[src/hdl/ros2_ether_pkg.sv]
`default_nettype none

package ros2_ether_pkg;

  // IP protocol number of UDP
  localparam logic [7:0] ip_proto_udp = 8'd17;

  // IPv4 header without options
  localparam logic [15:0] ip_hdr_len = 16'd20;

  // Source or destination IP, then payload length
  localparam int prefix_bytes = 6;

  typedef logic [31:0] ip_addr_t;
  typedef logic [15:0] pkt_len_t;

  // Byte view for shifting, field view for load and parse.
  // bytes[5] is the most significant address byte.
  typedef union packed {
    logic [prefix_bytes-1:0][7:0] bytes;
    struct packed {
      ip_addr_t addr;
      pkt_len_t len;
    } fields;
  } stream_prefix_u;

  // Owner of the application data buffer
  typedef enum logic [1:0] {
    grant_none = 2'b00,
    grant_ip   = 2'b01,
    grant_cpu  = 2'b10
  } grant_state_t;

endpackage

`default_nettype wire

[src/hdl/byte_fifo.sv]
`default_nettype none
`timescale 1ns/100ps

module byte_fifo #(
  parameter int DEPTH = 16
) (
  input  wire        clk,
  input  wire        rst_n,
  input  wire        i_wr,
  input  wire  [7:0] i_din,
  output logic       o_full,
  input  wire        i_rd,
  output logic [7:0] o_dout,
  output logic       o_empty
);

  localparam int aw = (DEPTH > 1) ? $clog2(DEPTH) : 1;
  localparam int cw = $clog2(DEPTH + 1);

  logic [7:0]    mem [DEPTH];
  logic [aw-1:0] r_wr_ptr;
  logic [aw-1:0] r_rd_ptr;
  logic [cw-1:0] r_count;
  logic          wr_en;
  logic          rd_en;

  // Pointers wrap at DEPTH, which need not be a power of two
  function automatic logic [aw-1:0] next_ptr(input logic [aw-1:0] ptr);
    next_ptr = (ptr == aw'(DEPTH - 1)) ? '0 : ptr + 1'b1;
  endfunction

  assign o_full  = (r_count == cw'(DEPTH));
  assign o_empty = (r_count == '0);
  assign wr_en   = i_wr && !o_full;
  assign rd_en   = i_rd && !o_empty;

  // Head word is visible without a read
  assign o_dout = mem[r_rd_ptr];

  always_ff @(posedge clk) begin
    if (wr_en) begin
      mem[r_wr_ptr] <= i_din;
    end
  end

  always_ff @(posedge clk or negedge rst_n) begin
    if (!rst_n) begin
      r_wr_ptr <= '0;
      r_rd_ptr <= '0;
      r_count  <= '0;
    end else begin
      if (wr_en) begin
        r_wr_ptr <= next_ptr(r_wr_ptr);
      end
      if (rd_en) begin
        r_rd_ptr <= next_ptr(r_rd_ptr);
      end
      case ({wr_en, rd_en})
        2'b10:   r_count <= r_count + 1'b1;
        2'b01:   r_count <= r_count - 1'b1;
        default: r_count <= r_count;
      endcase
    end
  end

endmodule

`default_nettype wire

[src/hdl/ip_rx_adapter.sv]
`default_nettype none
`timescale 1ns/100ps

module ip_rx_adapter (
  input  wire                       clk,
  input  wire                       rst_n,
  input  ros2_ether_pkg::ip_addr_t  i_local_ip,

  input  wire                       i_rx_hdr_valid,
  output logic                      o_rx_hdr_ready,
  input  wire  [7:0]                i_rx_protocol,
  input  ros2_ether_pkg::ip_addr_t  i_rx_source_ip,
  input  ros2_ether_pkg::ip_addr_t  i_rx_dest_ip,
  input  ros2_ether_pkg::pkt_len_t  i_rx_length,

  input  wire                       i_rx_tvalid,
  input  wire  [7:0]                i_rx_tdata,
  input  wire                       i_rx_tlast,
  output logic                      o_rx_tready,

  output logic                      o_wr,
  output logic [7:0]                o_din,
  input  wire                       i_full
);

  import ros2_ether_pkg::*;

  localparam logic [1:0] st_idle    = 2'd0;
  localparam logic [1:0] st_prefix  = 2'd1;
  localparam logic [1:0] st_payload = 2'd2;
  localparam logic [1:0] st_drain   = 2'd3;

  localparam int cnt_w = $clog2(prefix_bytes);
  localparam logic [cnt_w-1:0] prefix_last = cnt_w'(prefix_bytes - 1);

  logic [1:0]       r_state;
  logic             r_hdr_ready;
  logic [cnt_w-1:0] r_cnt;
  stream_prefix_u   r_prefix;
  ip_addr_t         local_ip;
  logic             hdr_fire;
  logic             accept;
  logic             prefix_wr;
  logic             payload_wr;

  // Local address arrives least significant byte first
  assign local_ip = {i_local_ip[7:0], i_local_ip[15:8], i_local_ip[23:16], i_local_ip[31:24]};

  assign hdr_fire = r_hdr_ready && i_rx_hdr_valid;
  assign accept   = (i_rx_protocol == ip_proto_udp) && (i_rx_dest_ip == local_ip);

  assign prefix_wr  = (r_state == st_prefix) && !i_full;
  assign payload_wr = (r_state == st_payload) && i_rx_tvalid && !i_full;

  assign o_rx_hdr_ready = r_hdr_ready;
  assign o_rx_tready    = ((r_state == st_payload) && !i_full) || (r_state == st_drain);
  assign o_wr           = prefix_wr || payload_wr;
  assign o_din          = (r_state == st_prefix) ? r_prefix.bytes[prefix_bytes-1] : i_rx_tdata;

  always_ff @(posedge clk or negedge rst_n) begin
    if (!rst_n) begin
      r_state     <= st_idle;
      r_hdr_ready <= 1'b0;
      r_cnt       <= '0;
    end else begin
      case (r_state)
        st_idle: begin
          r_cnt <= '0;
          if (hdr_fire) begin
            r_hdr_ready <= 1'b0;
            r_state     <= accept ? st_prefix : st_drain;
          end else begin
            r_hdr_ready <= 1'b1;
          end
        end
        st_prefix: begin
          if (prefix_wr) begin
            r_cnt <= r_cnt + 1'b1;
            if (r_cnt == prefix_last) begin
              r_state <= st_payload;
            end
          end
        end
        st_payload: begin
          if (payload_wr && i_rx_tlast) begin
            r_state <= st_idle;
          end
        end
        st_drain: begin
          // Rejected packet, swallow payload up to tlast
          if (i_rx_tvalid && i_rx_tlast) begin
            r_state <= st_idle;
          end
        end
        default: r_state <= st_idle;
      endcase
    end
  end

  // Load by field, send MSB first by byte
  always_ff @(posedge clk) begin
    if (hdr_fire) begin
      r_prefix.fields.addr <= i_rx_source_ip;
      r_prefix.fields.len  <= i_rx_length - ip_hdr_len;
    end else if (prefix_wr) begin
      r_prefix.bytes <= {r_prefix.bytes[prefix_bytes-2:0], 8'h00};
    end
  end

endmodule

`default_nettype wire

[src/hdl/ip_tx_adapter.sv]
`default_nettype none
`timescale 1ns/100ps

module ip_tx_adapter (
  input  wire                       clk,
  input  wire                       rst_n,

  input  wire                       i_empty,
  input  wire  [7:0]                i_dout,
  output logic                      o_rd,

  output logic                      o_tx_hdr_valid,
  input  wire                       i_tx_hdr_ready,
  output ros2_ether_pkg::ip_addr_t  o_tx_dest_ip,
  output ros2_ether_pkg::pkt_len_t  o_tx_length,

  output logic                      o_tx_tvalid,
  output logic [7:0]                o_tx_tdata,
  output logic                      o_tx_tlast,
  input  wire                       i_tx_tready
);

  import ros2_ether_pkg::*;

  localparam logic [1:0] st_collect = 2'd0;
  localparam logic [1:0] st_header  = 2'd1;
  localparam logic [1:0] st_payload = 2'd2;

  localparam int cnt_w = $clog2(prefix_bytes);
  localparam logic [cnt_w-1:0] prefix_last = cnt_w'(prefix_bytes - 1);

  logic [1:0]       r_state;
  logic [cnt_w-1:0] r_cnt;
  pkt_len_t         r_remain;
  stream_prefix_u   r_prefix;
  logic             prefix_rd;
  logic             hdr_fire;
  logic             payload_fire;

  assign prefix_rd    = (r_state == st_collect) && !i_empty;
  assign hdr_fire     = o_tx_hdr_valid && i_tx_hdr_ready;
  assign payload_fire = o_tx_tvalid && i_tx_tready;

  assign o_rd = prefix_rd || payload_fire;

  // Header fields come straight from the field view
  assign o_tx_hdr_valid = (r_state == st_header);
  assign o_tx_dest_ip   = r_prefix.fields.addr;
  assign o_tx_length    = r_prefix.fields.len + ip_hdr_len;

  // Payload is the FIFO head, so it holds while stalled
  assign o_tx_tvalid = (r_state == st_payload) && !i_empty;
  assign o_tx_tdata  = i_dout;
  assign o_tx_tlast  = (r_state == st_payload) && (r_remain == 16'd1);

  always_ff @(posedge clk or negedge rst_n) begin
    if (!rst_n) begin
      r_state  <= st_collect;
      r_cnt    <= '0;
      r_remain <= '0;
    end else begin
      case (r_state)
        st_collect: begin
          if (prefix_rd) begin
            r_cnt <= r_cnt + 1'b1;
            if (r_cnt == prefix_last) begin
              r_cnt   <= '0;
              r_state <= st_header;
            end
          end
        end
        st_header: begin
          if (hdr_fire) begin
            r_remain <= r_prefix.fields.len;
            // Empty payload goes straight back for the next prefix
            r_state  <= (r_prefix.fields.len == '0) ? st_collect : st_payload;
          end
        end
        st_payload: begin
          if (payload_fire) begin
            r_remain <= r_remain - 1'b1;
            if (r_remain == 16'd1) begin
              r_state <= st_collect;
            end
          end
        end
        default: r_state <= st_collect;
      endcase
    end
  end

  // Bytes enter at the bottom, first byte ends up as address MSB
  always_ff @(posedge clk) begin
    if (prefix_rd) begin
      r_prefix.bytes <= {r_prefix.bytes[prefix_bytes-2:0], i_dout};
    end
  end

endmodule

`default_nettype wire

[src/hdl/buffer_arbiter.sv]
`default_nettype none
`timescale 1ns/100ps

module buffer_arbiter (
  input  wire  clk,
  input  wire  rst_n,
  input  wire  i_ether_en,

  input  wire  i_app_ip_req,
  input  wire  i_app_ip_rel,
  input  wire  i_app_cpu_req,
  input  wire  i_app_cpu_rel,
  output logic o_app_ip_grant,
  output logic o_app_cpu_grant,

  input  wire  i_udp_rxbuf_ip_rel,
  input  wire  i_udp_rxbuf_cpu_rel,
  output logic o_udp_rxbuf_ip_grant,
  output logic o_udp_rxbuf_cpu_grant
);

  import ros2_ether_pkg::*;

  grant_state_t r_app_grant;
  // High while the CPU owns the UDP receive buffer
  logic         r_udp_cpu_own;

  assign o_app_ip_grant  = i_ether_en && (r_app_grant == grant_ip);
  assign o_app_cpu_grant = i_ether_en && (r_app_grant == grant_cpu);

  assign o_udp_rxbuf_ip_grant  = i_ether_en && !r_udp_cpu_own;
  assign o_udp_rxbuf_cpu_grant = i_ether_en && r_udp_cpu_own;

  always_ff @(posedge clk or negedge rst_n) begin
    if (!rst_n) begin
      r_app_grant <= grant_none;
    end else begin
      case (r_app_grant)
        grant_none: begin
          // IP side wins a tie
          if (i_app_ip_req) begin
            r_app_grant <= grant_ip;
          end else if (i_app_cpu_req) begin
            r_app_grant <= grant_cpu;
          end
        end
        grant_ip: begin
          if (i_app_ip_rel) begin
            r_app_grant <= grant_none;
          end
        end
        grant_cpu: begin
          if (i_app_cpu_rel) begin
            r_app_grant <= grant_none;
          end
        end
        default: r_app_grant <= grant_none;
      endcase
    end
  end

  always_ff @(posedge clk or negedge rst_n) begin
    if (!rst_n) begin
      r_udp_cpu_own <= 1'b0;
    end else if (!r_udp_cpu_own && i_udp_rxbuf_ip_rel) begin
      r_udp_cpu_own <= 1'b1;
    end else if (r_udp_cpu_own && i_udp_rxbuf_cpu_rel) begin
      r_udp_cpu_own <= 1'b0;
    end
  end

endmodule

`default_nettype wire

[src/hdl/ros2_ether_bridge.sv]
`default_nettype none
`timescale 1ns/100ps

module ros2_ether_bridge #(
  parameter int RX_FIFO_DEPTH = 64,
  parameter int TX_FIFO_DEPTH = 64
) (
  input  wire                       clk,
  input  wire                       rst_n,
  input  wire                       i_ether_en,
  input  ros2_ether_pkg::ip_addr_t  i_local_ip,

  // IP receive header and payload
  input  wire                       i_rx_hdr_valid,
  output logic                      o_rx_hdr_ready,
  input  wire  [7:0]                i_rx_protocol,
  input  ros2_ether_pkg::ip_addr_t  i_rx_source_ip,
  input  ros2_ether_pkg::ip_addr_t  i_rx_dest_ip,
  input  ros2_ether_pkg::pkt_len_t  i_rx_length,
  input  wire                       i_rx_tvalid,
  input  wire  [7:0]                i_rx_tdata,
  input  wire                       i_rx_tlast,
  output logic                      o_rx_tready,

  // IP transmit header and payload
  output logic                      o_tx_hdr_valid,
  input  wire                       i_tx_hdr_ready,
  output ros2_ether_pkg::ip_addr_t  o_tx_dest_ip,
  output ros2_ether_pkg::pkt_len_t  o_tx_length,
  output logic                      o_tx_tvalid,
  output logic [7:0]                o_tx_tdata,
  output logic                      o_tx_tlast,
  input  wire                       i_tx_tready,

  // Protocol core byte streams
  output logic [7:0]                o_core_rx_byte,
  output logic                      o_core_rx_avail,
  input  wire                       i_core_rx_rd,
  input  wire                       i_core_tx_wr,
  input  wire  [7:0]                i_core_tx_byte,
  output logic                      o_core_tx_ready,

  // Buffer ownership
  input  wire                       i_app_ip_req,
  input  wire                       i_app_ip_rel,
  input  wire                       i_app_cpu_req,
  input  wire                       i_app_cpu_rel,
  output logic                      o_app_ip_grant,
  output logic                      o_app_cpu_grant,
  input  wire                       i_udp_rxbuf_ip_rel,
  input  wire                       i_udp_rxbuf_cpu_rel,
  output logic                      o_udp_rxbuf_ip_grant,
  output logic                      o_udp_rxbuf_cpu_grant
);

  logic       rx_wr;
  logic [7:0] rx_din;
  logic       rx_full;
  logic       rx_empty;
  logic       tx_rd;
  logic [7:0] tx_dout;
  logic       tx_full;
  logic       tx_empty;

  assign o_core_rx_avail = !rx_empty;
  assign o_core_tx_ready = !tx_full;

  ip_rx_adapter ip_rx_adapter_i (
    .clk            (clk),
    .rst_n          (rst_n),
    .i_local_ip     (i_local_ip),
    .i_rx_hdr_valid (i_rx_hdr_valid),
    .o_rx_hdr_ready (o_rx_hdr_ready),
    .i_rx_protocol  (i_rx_protocol),
    .i_rx_source_ip (i_rx_source_ip),
    .i_rx_dest_ip   (i_rx_dest_ip),
    .i_rx_length    (i_rx_length),
    .i_rx_tvalid    (i_rx_tvalid),
    .i_rx_tdata     (i_rx_tdata),
    .i_rx_tlast     (i_rx_tlast),
    .o_rx_tready    (o_rx_tready),
    .o_wr           (rx_wr),
    .o_din          (rx_din),
    .i_full         (rx_full)
  );

  byte_fifo #(
    .DEPTH (RX_FIFO_DEPTH)
  ) rx_fifo_i (
    .clk     (clk),
    .rst_n   (rst_n),
    .i_wr    (rx_wr),
    .i_din   (rx_din),
    .o_full  (rx_full),
    .i_rd    (i_core_rx_rd),
    .o_dout  (o_core_rx_byte),
    .o_empty (rx_empty)
  );

  byte_fifo #(
    .DEPTH (TX_FIFO_DEPTH)
  ) tx_fifo_i (
    .clk     (clk),
    .rst_n   (rst_n),
    .i_wr    (i_core_tx_wr),
    .i_din   (i_core_tx_byte),
    .o_full  (tx_full),
    .i_rd    (tx_rd),
    .o_dout  (tx_dout),
    .o_empty (tx_empty)
  );

  ip_tx_adapter ip_tx_adapter_i (
    .clk            (clk),
    .rst_n          (rst_n),
    .i_empty        (tx_empty),
    .i_dout         (tx_dout),
    .o_rd           (tx_rd),
    .o_tx_hdr_valid (o_tx_hdr_valid),
    .i_tx_hdr_ready (i_tx_hdr_ready),
    .o_tx_dest_ip   (o_tx_dest_ip),
    .o_tx_length    (o_tx_length),
    .o_tx_tvalid    (o_tx_tvalid),
    .o_tx_tdata     (o_tx_tdata),
    .o_tx_tlast     (o_tx_tlast),
    .i_tx_tready    (i_tx_tready)
  );

  buffer_arbiter buffer_arbiter_i (
    .clk                   (clk),
    .rst_n                 (rst_n),
    .i_ether_en            (i_ether_en),
    .i_app_ip_req          (i_app_ip_req),
    .i_app_ip_rel          (i_app_ip_rel),
    .i_app_cpu_req         (i_app_cpu_req),
    .i_app_cpu_rel         (i_app_cpu_rel),
    .o_app_ip_grant        (o_app_ip_grant),
    .o_app_cpu_grant       (o_app_cpu_grant),
    .i_udp_rxbuf_ip_rel    (i_udp_rxbuf_ip_rel),
    .i_udp_rxbuf_cpu_rel   (i_udp_rxbuf_cpu_rel),
    .o_udp_rxbuf_ip_grant  (o_udp_rxbuf_ip_grant),
    .o_udp_rxbuf_cpu_grant (o_udp_rxbuf_cpu_grant)
  );

endmodule

`default_nettype wire

[config.mk]
export PLATFORM = sky130hd
export DESIGN_NAME = ros2_ether_bridge
export DESIGN_NICKNAME = d
export VERILOG_FILES = /design/src/hdl/ros2_ether_pkg.sv /design/src/hdl/byte_fifo.sv /design/src/hdl/ip_rx_adapter.sv /design/src/hdl/ip_tx_adapter.sv /design/src/hdl/buffer_arbiter.sv /design/src/hdl/ros2_ether_bridge.sv
export SDC_FILE = /design/constraint.sdc
export NUM_CORES = 2
export LEC_CHECK = 0
export BUFFER_PORTS_ARGS = -buffer_cell sky130_fd_sc_hd__buf_2
export CELL_PAD_IN_SITES_DETAIL_PLACEMENT = 1
export CELL_PAD_IN_SITES_GLOBAL_PLACEMENT = 1
export CORE_MARGIN = 2
export CORE_UTILIZATION = 50
export DETAILED_ROUTE_END_ITERATION = 6
export GPL_ROUTABILITY_DRIVEN = 0
export GPL_TIMING_DRIVEN = 0
export HOLD_SLACK_MARGIN = 0.06
export PLACE_DENSITY_LB_ADDON = 0.05
export SETUP_SLACK_MARGIN = 0.05
export SLEW_MARGIN = 10
export SYNTH_ARGS = -nofsm -noshare
export SYNTH_HDL_FRONTEND = slang
export SYNTH_HIERARCHICAL = 1
export SYNTH_SLANG_ARGS = --single-unit
[constraint.sdc]
create_clock -name clk -period 6.4 [get_ports clk]
set_input_delay 0.64 -clock clk [delete_from_list [all_inputs] [get_ports clk]]
set_output_delay 0.64 -clock clk [all_outputs]
set_load 0.1 [all_outputs]
==> impl_metrics.env <==
export IMPL_cts_tree="built"
export IMPL_cts_buffer_depth=3
export IMPL_slew_viol_final=0
export IMPL_ys_warn_count=6
export IMPL_slew_headroom_pct=21.6
export IMPL_reg2reg_depth=14
export IMPL_clk_latency_ns=0.75
export IMPL_p_sw_uw=11200
export IMPL_cts_resized=0
export IMPL_startpoint_type="flip-flop"
export IMPL_grt_busiest_layer="met2"
export IMPL_finalNonFillerCells=4351
export IMPL_p_seq_share_pct=35.7
export IMPL_dr_pass1_iters=5
export IMPL_cts_num_sinks=1188
export IMPL_antenna_found_initial=2
export IMPL_dp_cells=4115
export IMPL_core_mm2=0.0967
export IMPL_ys_ff_latch=1188
export IMPL_die_x_um=316
export IMPL_crit_path_max_fanout=10
export IMPL_p_clk_share_pct=25.1
export IMPL_critPathMaxStageDelay_ns=0.84
export IMPL_grt_pass1_vias=27677
export IMPL_drive_gt1_share_pct=28.7
export IMPL_num_vias=26107
export IMPL_critPathKind="reg -> out"
export IMPL_worstPathCellList="buf_4 -> buf_2 -> nor2_1 -> buf_2 -> a211oi_2 -> a311oi_1 -> a211o_1 -> buf_4 -> buf_2"
export IMPL_post_cts_buffers=0
export IMPL_finalCriticalPeriod_ns=5.11
export IMPL_swShare_pct=38.9
export IMPL_seq_area_frac_synth_pct=72.5
export IMPL_worstHoldPathCells=3
export IMPL_clock_skew_ns=0.0316
export IMPL_start_util_pct=50.4
export IMPL_met3_usage_pct=3.57
export IMPL_num_rows=114
export IMPL_p_comb_share_pct=39.2
export IMPL_cell_internal_pwr_uw=17600
export IMPL_avgSynthCellArea_um2=18.7
export IMPL_hold_violations=0
export IMPL_period_share_pct=79.9
export IMPL_drt_total_wl_mm=126
export IMPL_grtUsageMet1_pct=34.1
export IMPL_arrival_ns=4.47
export IMPL_hold_class="in -> reg"
export IMPL_fmax_mhz=196
export IMPL_place_area_mm2=0.0516
export IMPL_ant_nets=0
export IMPL_dieHeight_um=316
export IMPL_syn_nets=2784
export IMPL_drt_iter0_markers=2188
export IMPL_syn_cell_area_mm2=0.0487
export IMPL_root_buffer="clkbuf_16"
export IMPL_status="completed"
export IMPL_wl_per_cell_um=29.0
export IMPL_synth_main_ff_cell="edfxtp_1"
export IMPL_pin_count=227
export IMPL_maxCapViolations=0
export IMPL_crit_family="buffers and inverters"
export IMPL_clk_pin_slew_worst_paths_ns=0.06
export IMPL_io_buffers=226
export IMPL_gr_usage_all_layers_pct=25.7
export IMPL_viasPerCell=6.00
export IMPL_crit_path_top_delay_cell="a311oi_1"
export IMPL_vdd_drop_max_mv=0.560
export IMPL_critPathBufInv=5
export IMPL_insertedDiodeCount=0
export IMPL_crit_top_cell="buf_2"
export IMPL_hold_buffers=2
export IMPL_cts_inserted_buffers=130
export IMPL_post_dp_hpwl_mm=83.1
export IMPL_p_per_area_mw_per_mm2=518
export IMPL_grt_max_degree=65
export IMPL_fin_area_mm2=0.0557
export IMPL_rsz0062_at_grt="false"
export IMPL_grt_met2_usage_pct=44.3
export IMPL_worst_pin_slew_ns=1.18
export IMPL_end_kind="output port"
export IMPL_leakage_uw=0.0187
export IMPL_grt_pass1_wl_mm=186
export IMPL_die_area_mm2=0.100
export IMPL_synth_cells=2607
export IMPL_fillers=8645
export IMPL_tns_ns=0
export IMPL_layout_nets=3150
export IMPL_drc=0
export IMPL_setup_viol_count_final=0
export IMPL_netlist_cell_type_count=82
export IMPL_ctsHtreeMaxLevel=4
export IMPL_synth_edf_count=1120
export IMPL_grt_overflow=0
export IMPL_cp_num_cells=9
export IMPL_async_flop_share_pct=5.72
export IMPL_area_growth_pct=14.4
export IMPL_crit_required_ns=5.76
==> power groups by stage <==
stage	clock, uW	sequential [uW]	combinational [uW]
floorplan	0	10300	8100
global placement	0	10500	11100
detailed placement	0	10500	11400
CTS	7400	10300	11400
global route	7660	10400	11900
finish	7240	10300	11300
==> cell usage in the layout (no fill, tap or decap), drive strengths merged, types with 26 or more instances in the layout <==
| master | synthesis | layout |
|---|---|---|
| a21oi | 32 | 32 |
| buf | 130 | 362 |
| clkbuf | 39 | 192 |
| clkinv | 0 | 53 |
| dfrtp | 68 | 68 |
| edfxtp | 1120 | 1120 |
| inv | 37 | 46 |
| mux2 | 63 | 63 |
| mux2i | 59 | 59 |
| mux4 | 240 | 240 |
| nand2 | 86 | 86 |
| nand3 | 37 | 37 |
| nor2 | 207 | 207 |
| o21ai | 61 | 61 |
| xnor2 | 26 | 26 |
| xor2 | 47 | 47 |
==> cell families after synthesis <==
logic type	Yosys count	synth area share (%)
AOI/OAI and AO/OA	279	4.19
xor gates and xnor gates	73	1.31
adders and majority gates	25	0.673
buffers and inverters	206	2.71
DFF	1188	72.5
muxes	362	13.8
and+or+nand+nor	474	4.79
==> path summary, 6_finish.rpt <==
path	start	end	slack (ns)
setup reg to reg	tx_fifo_i/r_count[0]	tx_fifo_i/r_count[6]	2.41
setup / recovery	tx_fifo_i/r_rd_ptr[2]	o_tx_tdata[4]	1.29
min in group asynchronous	rst_n	ip_tx_adapter_i/r_state[1]	0.33
hold / removal	i_udp_rxbuf_ip_rel	buffer_arbiter_i/r_udp_cpu_own	0.16
hold reg to reg	ip_tx_adapter_i/r_prefix[29]	ip_tx_adapter_i/r_prefix[37]	0.45
max in group asynchronous	rst_n	rx_fifo_i/r_rd_ptr[5]	5.46
==> through the flow <==
step	setup WS (ns)	hold slack, ns	total power, uW	utilization [%]
finish	1.29	0.161	28900	57.6
global route	1.25	0.159	29900	57.6
CTS	1.31	0.117	29100	57.6
detailed placement	2.14	0.438	21800	53.3
global placement	-0.00586	0.433	21600	53.2
floorplan	1.51	0.344	18400	-
==> tightest hold or removal path, delay by kind of cell <==
family	cells	cell delay, ns
buffers and inverters	1	0.08
AOI/OAI and AO/OA	1	0.09
and+or+nand+nor	1	0.03
==> cells in the mapped netlist (22+ instances only) <==
library cell,number,share of area [%]
nand2_1,86,0.66
mux2i_1,59,1.2
buf_6,27,0.62
o221ai_1,22,0.40
a21oi_1,32,0.33
xnor2_1,26,0.47
ha_1,23,0.59
mux4_2,232,11
mux2_2,63,1.5
o21ai_0,44,0.45
inv_1,37,0.28
clkbuf_1,35,0.27
dfrtp_1,68,3.5
edfxtp_1,1120,69
nand3_1,37,0.38
xor2_1,47,0.84
buf_4,56,0.86
nor2_1,206,1.6
buf_2,33,0.34
==> state kept, by name, indices dropped and copies added (netlist names), 7 cells and up <==
register and cells:
rx_fifo_i/r_count 7, tx_fifo_i/mem 512, ip_tx_adapter_i/r_remain 16, rx_fifo_i/mem 512, ip_tx_adapter_i/r_prefix 48, ip_rx_adapter_i/r_prefix 48
tx_fifo_i/r_count 7
==> layer usage <==
| layer | vias to the layer above | routed length, um |
|---|---|---|
| li1 | 11257 | - |
| met1 | 13940 | 51800 |
| met2 | 725 | 65100 |
| met3 | 183 | 5760 |
| met4 | 2 | 3350 |
| met5 | - | 10 |
==> layout make-up <==
cell class / count / area, um2 / area share [%]
clock buffers: 153 / 3400 / 6.10
inverters: 37 / 139 / 0.249
plain buffers: 169 / 1180 / 2.12
clock inverters: 81 / 714 / 1.28
flip-flops and latches: 1188 / 35300 / 63.4
multi-input cells: 1213 / 12100 / 21.7
well taps: 1276 / 1600 / 2.86
repair buffers: 234 / 1250 / 2.25
No activity file was read; power rests on OpenSTA's default activity.
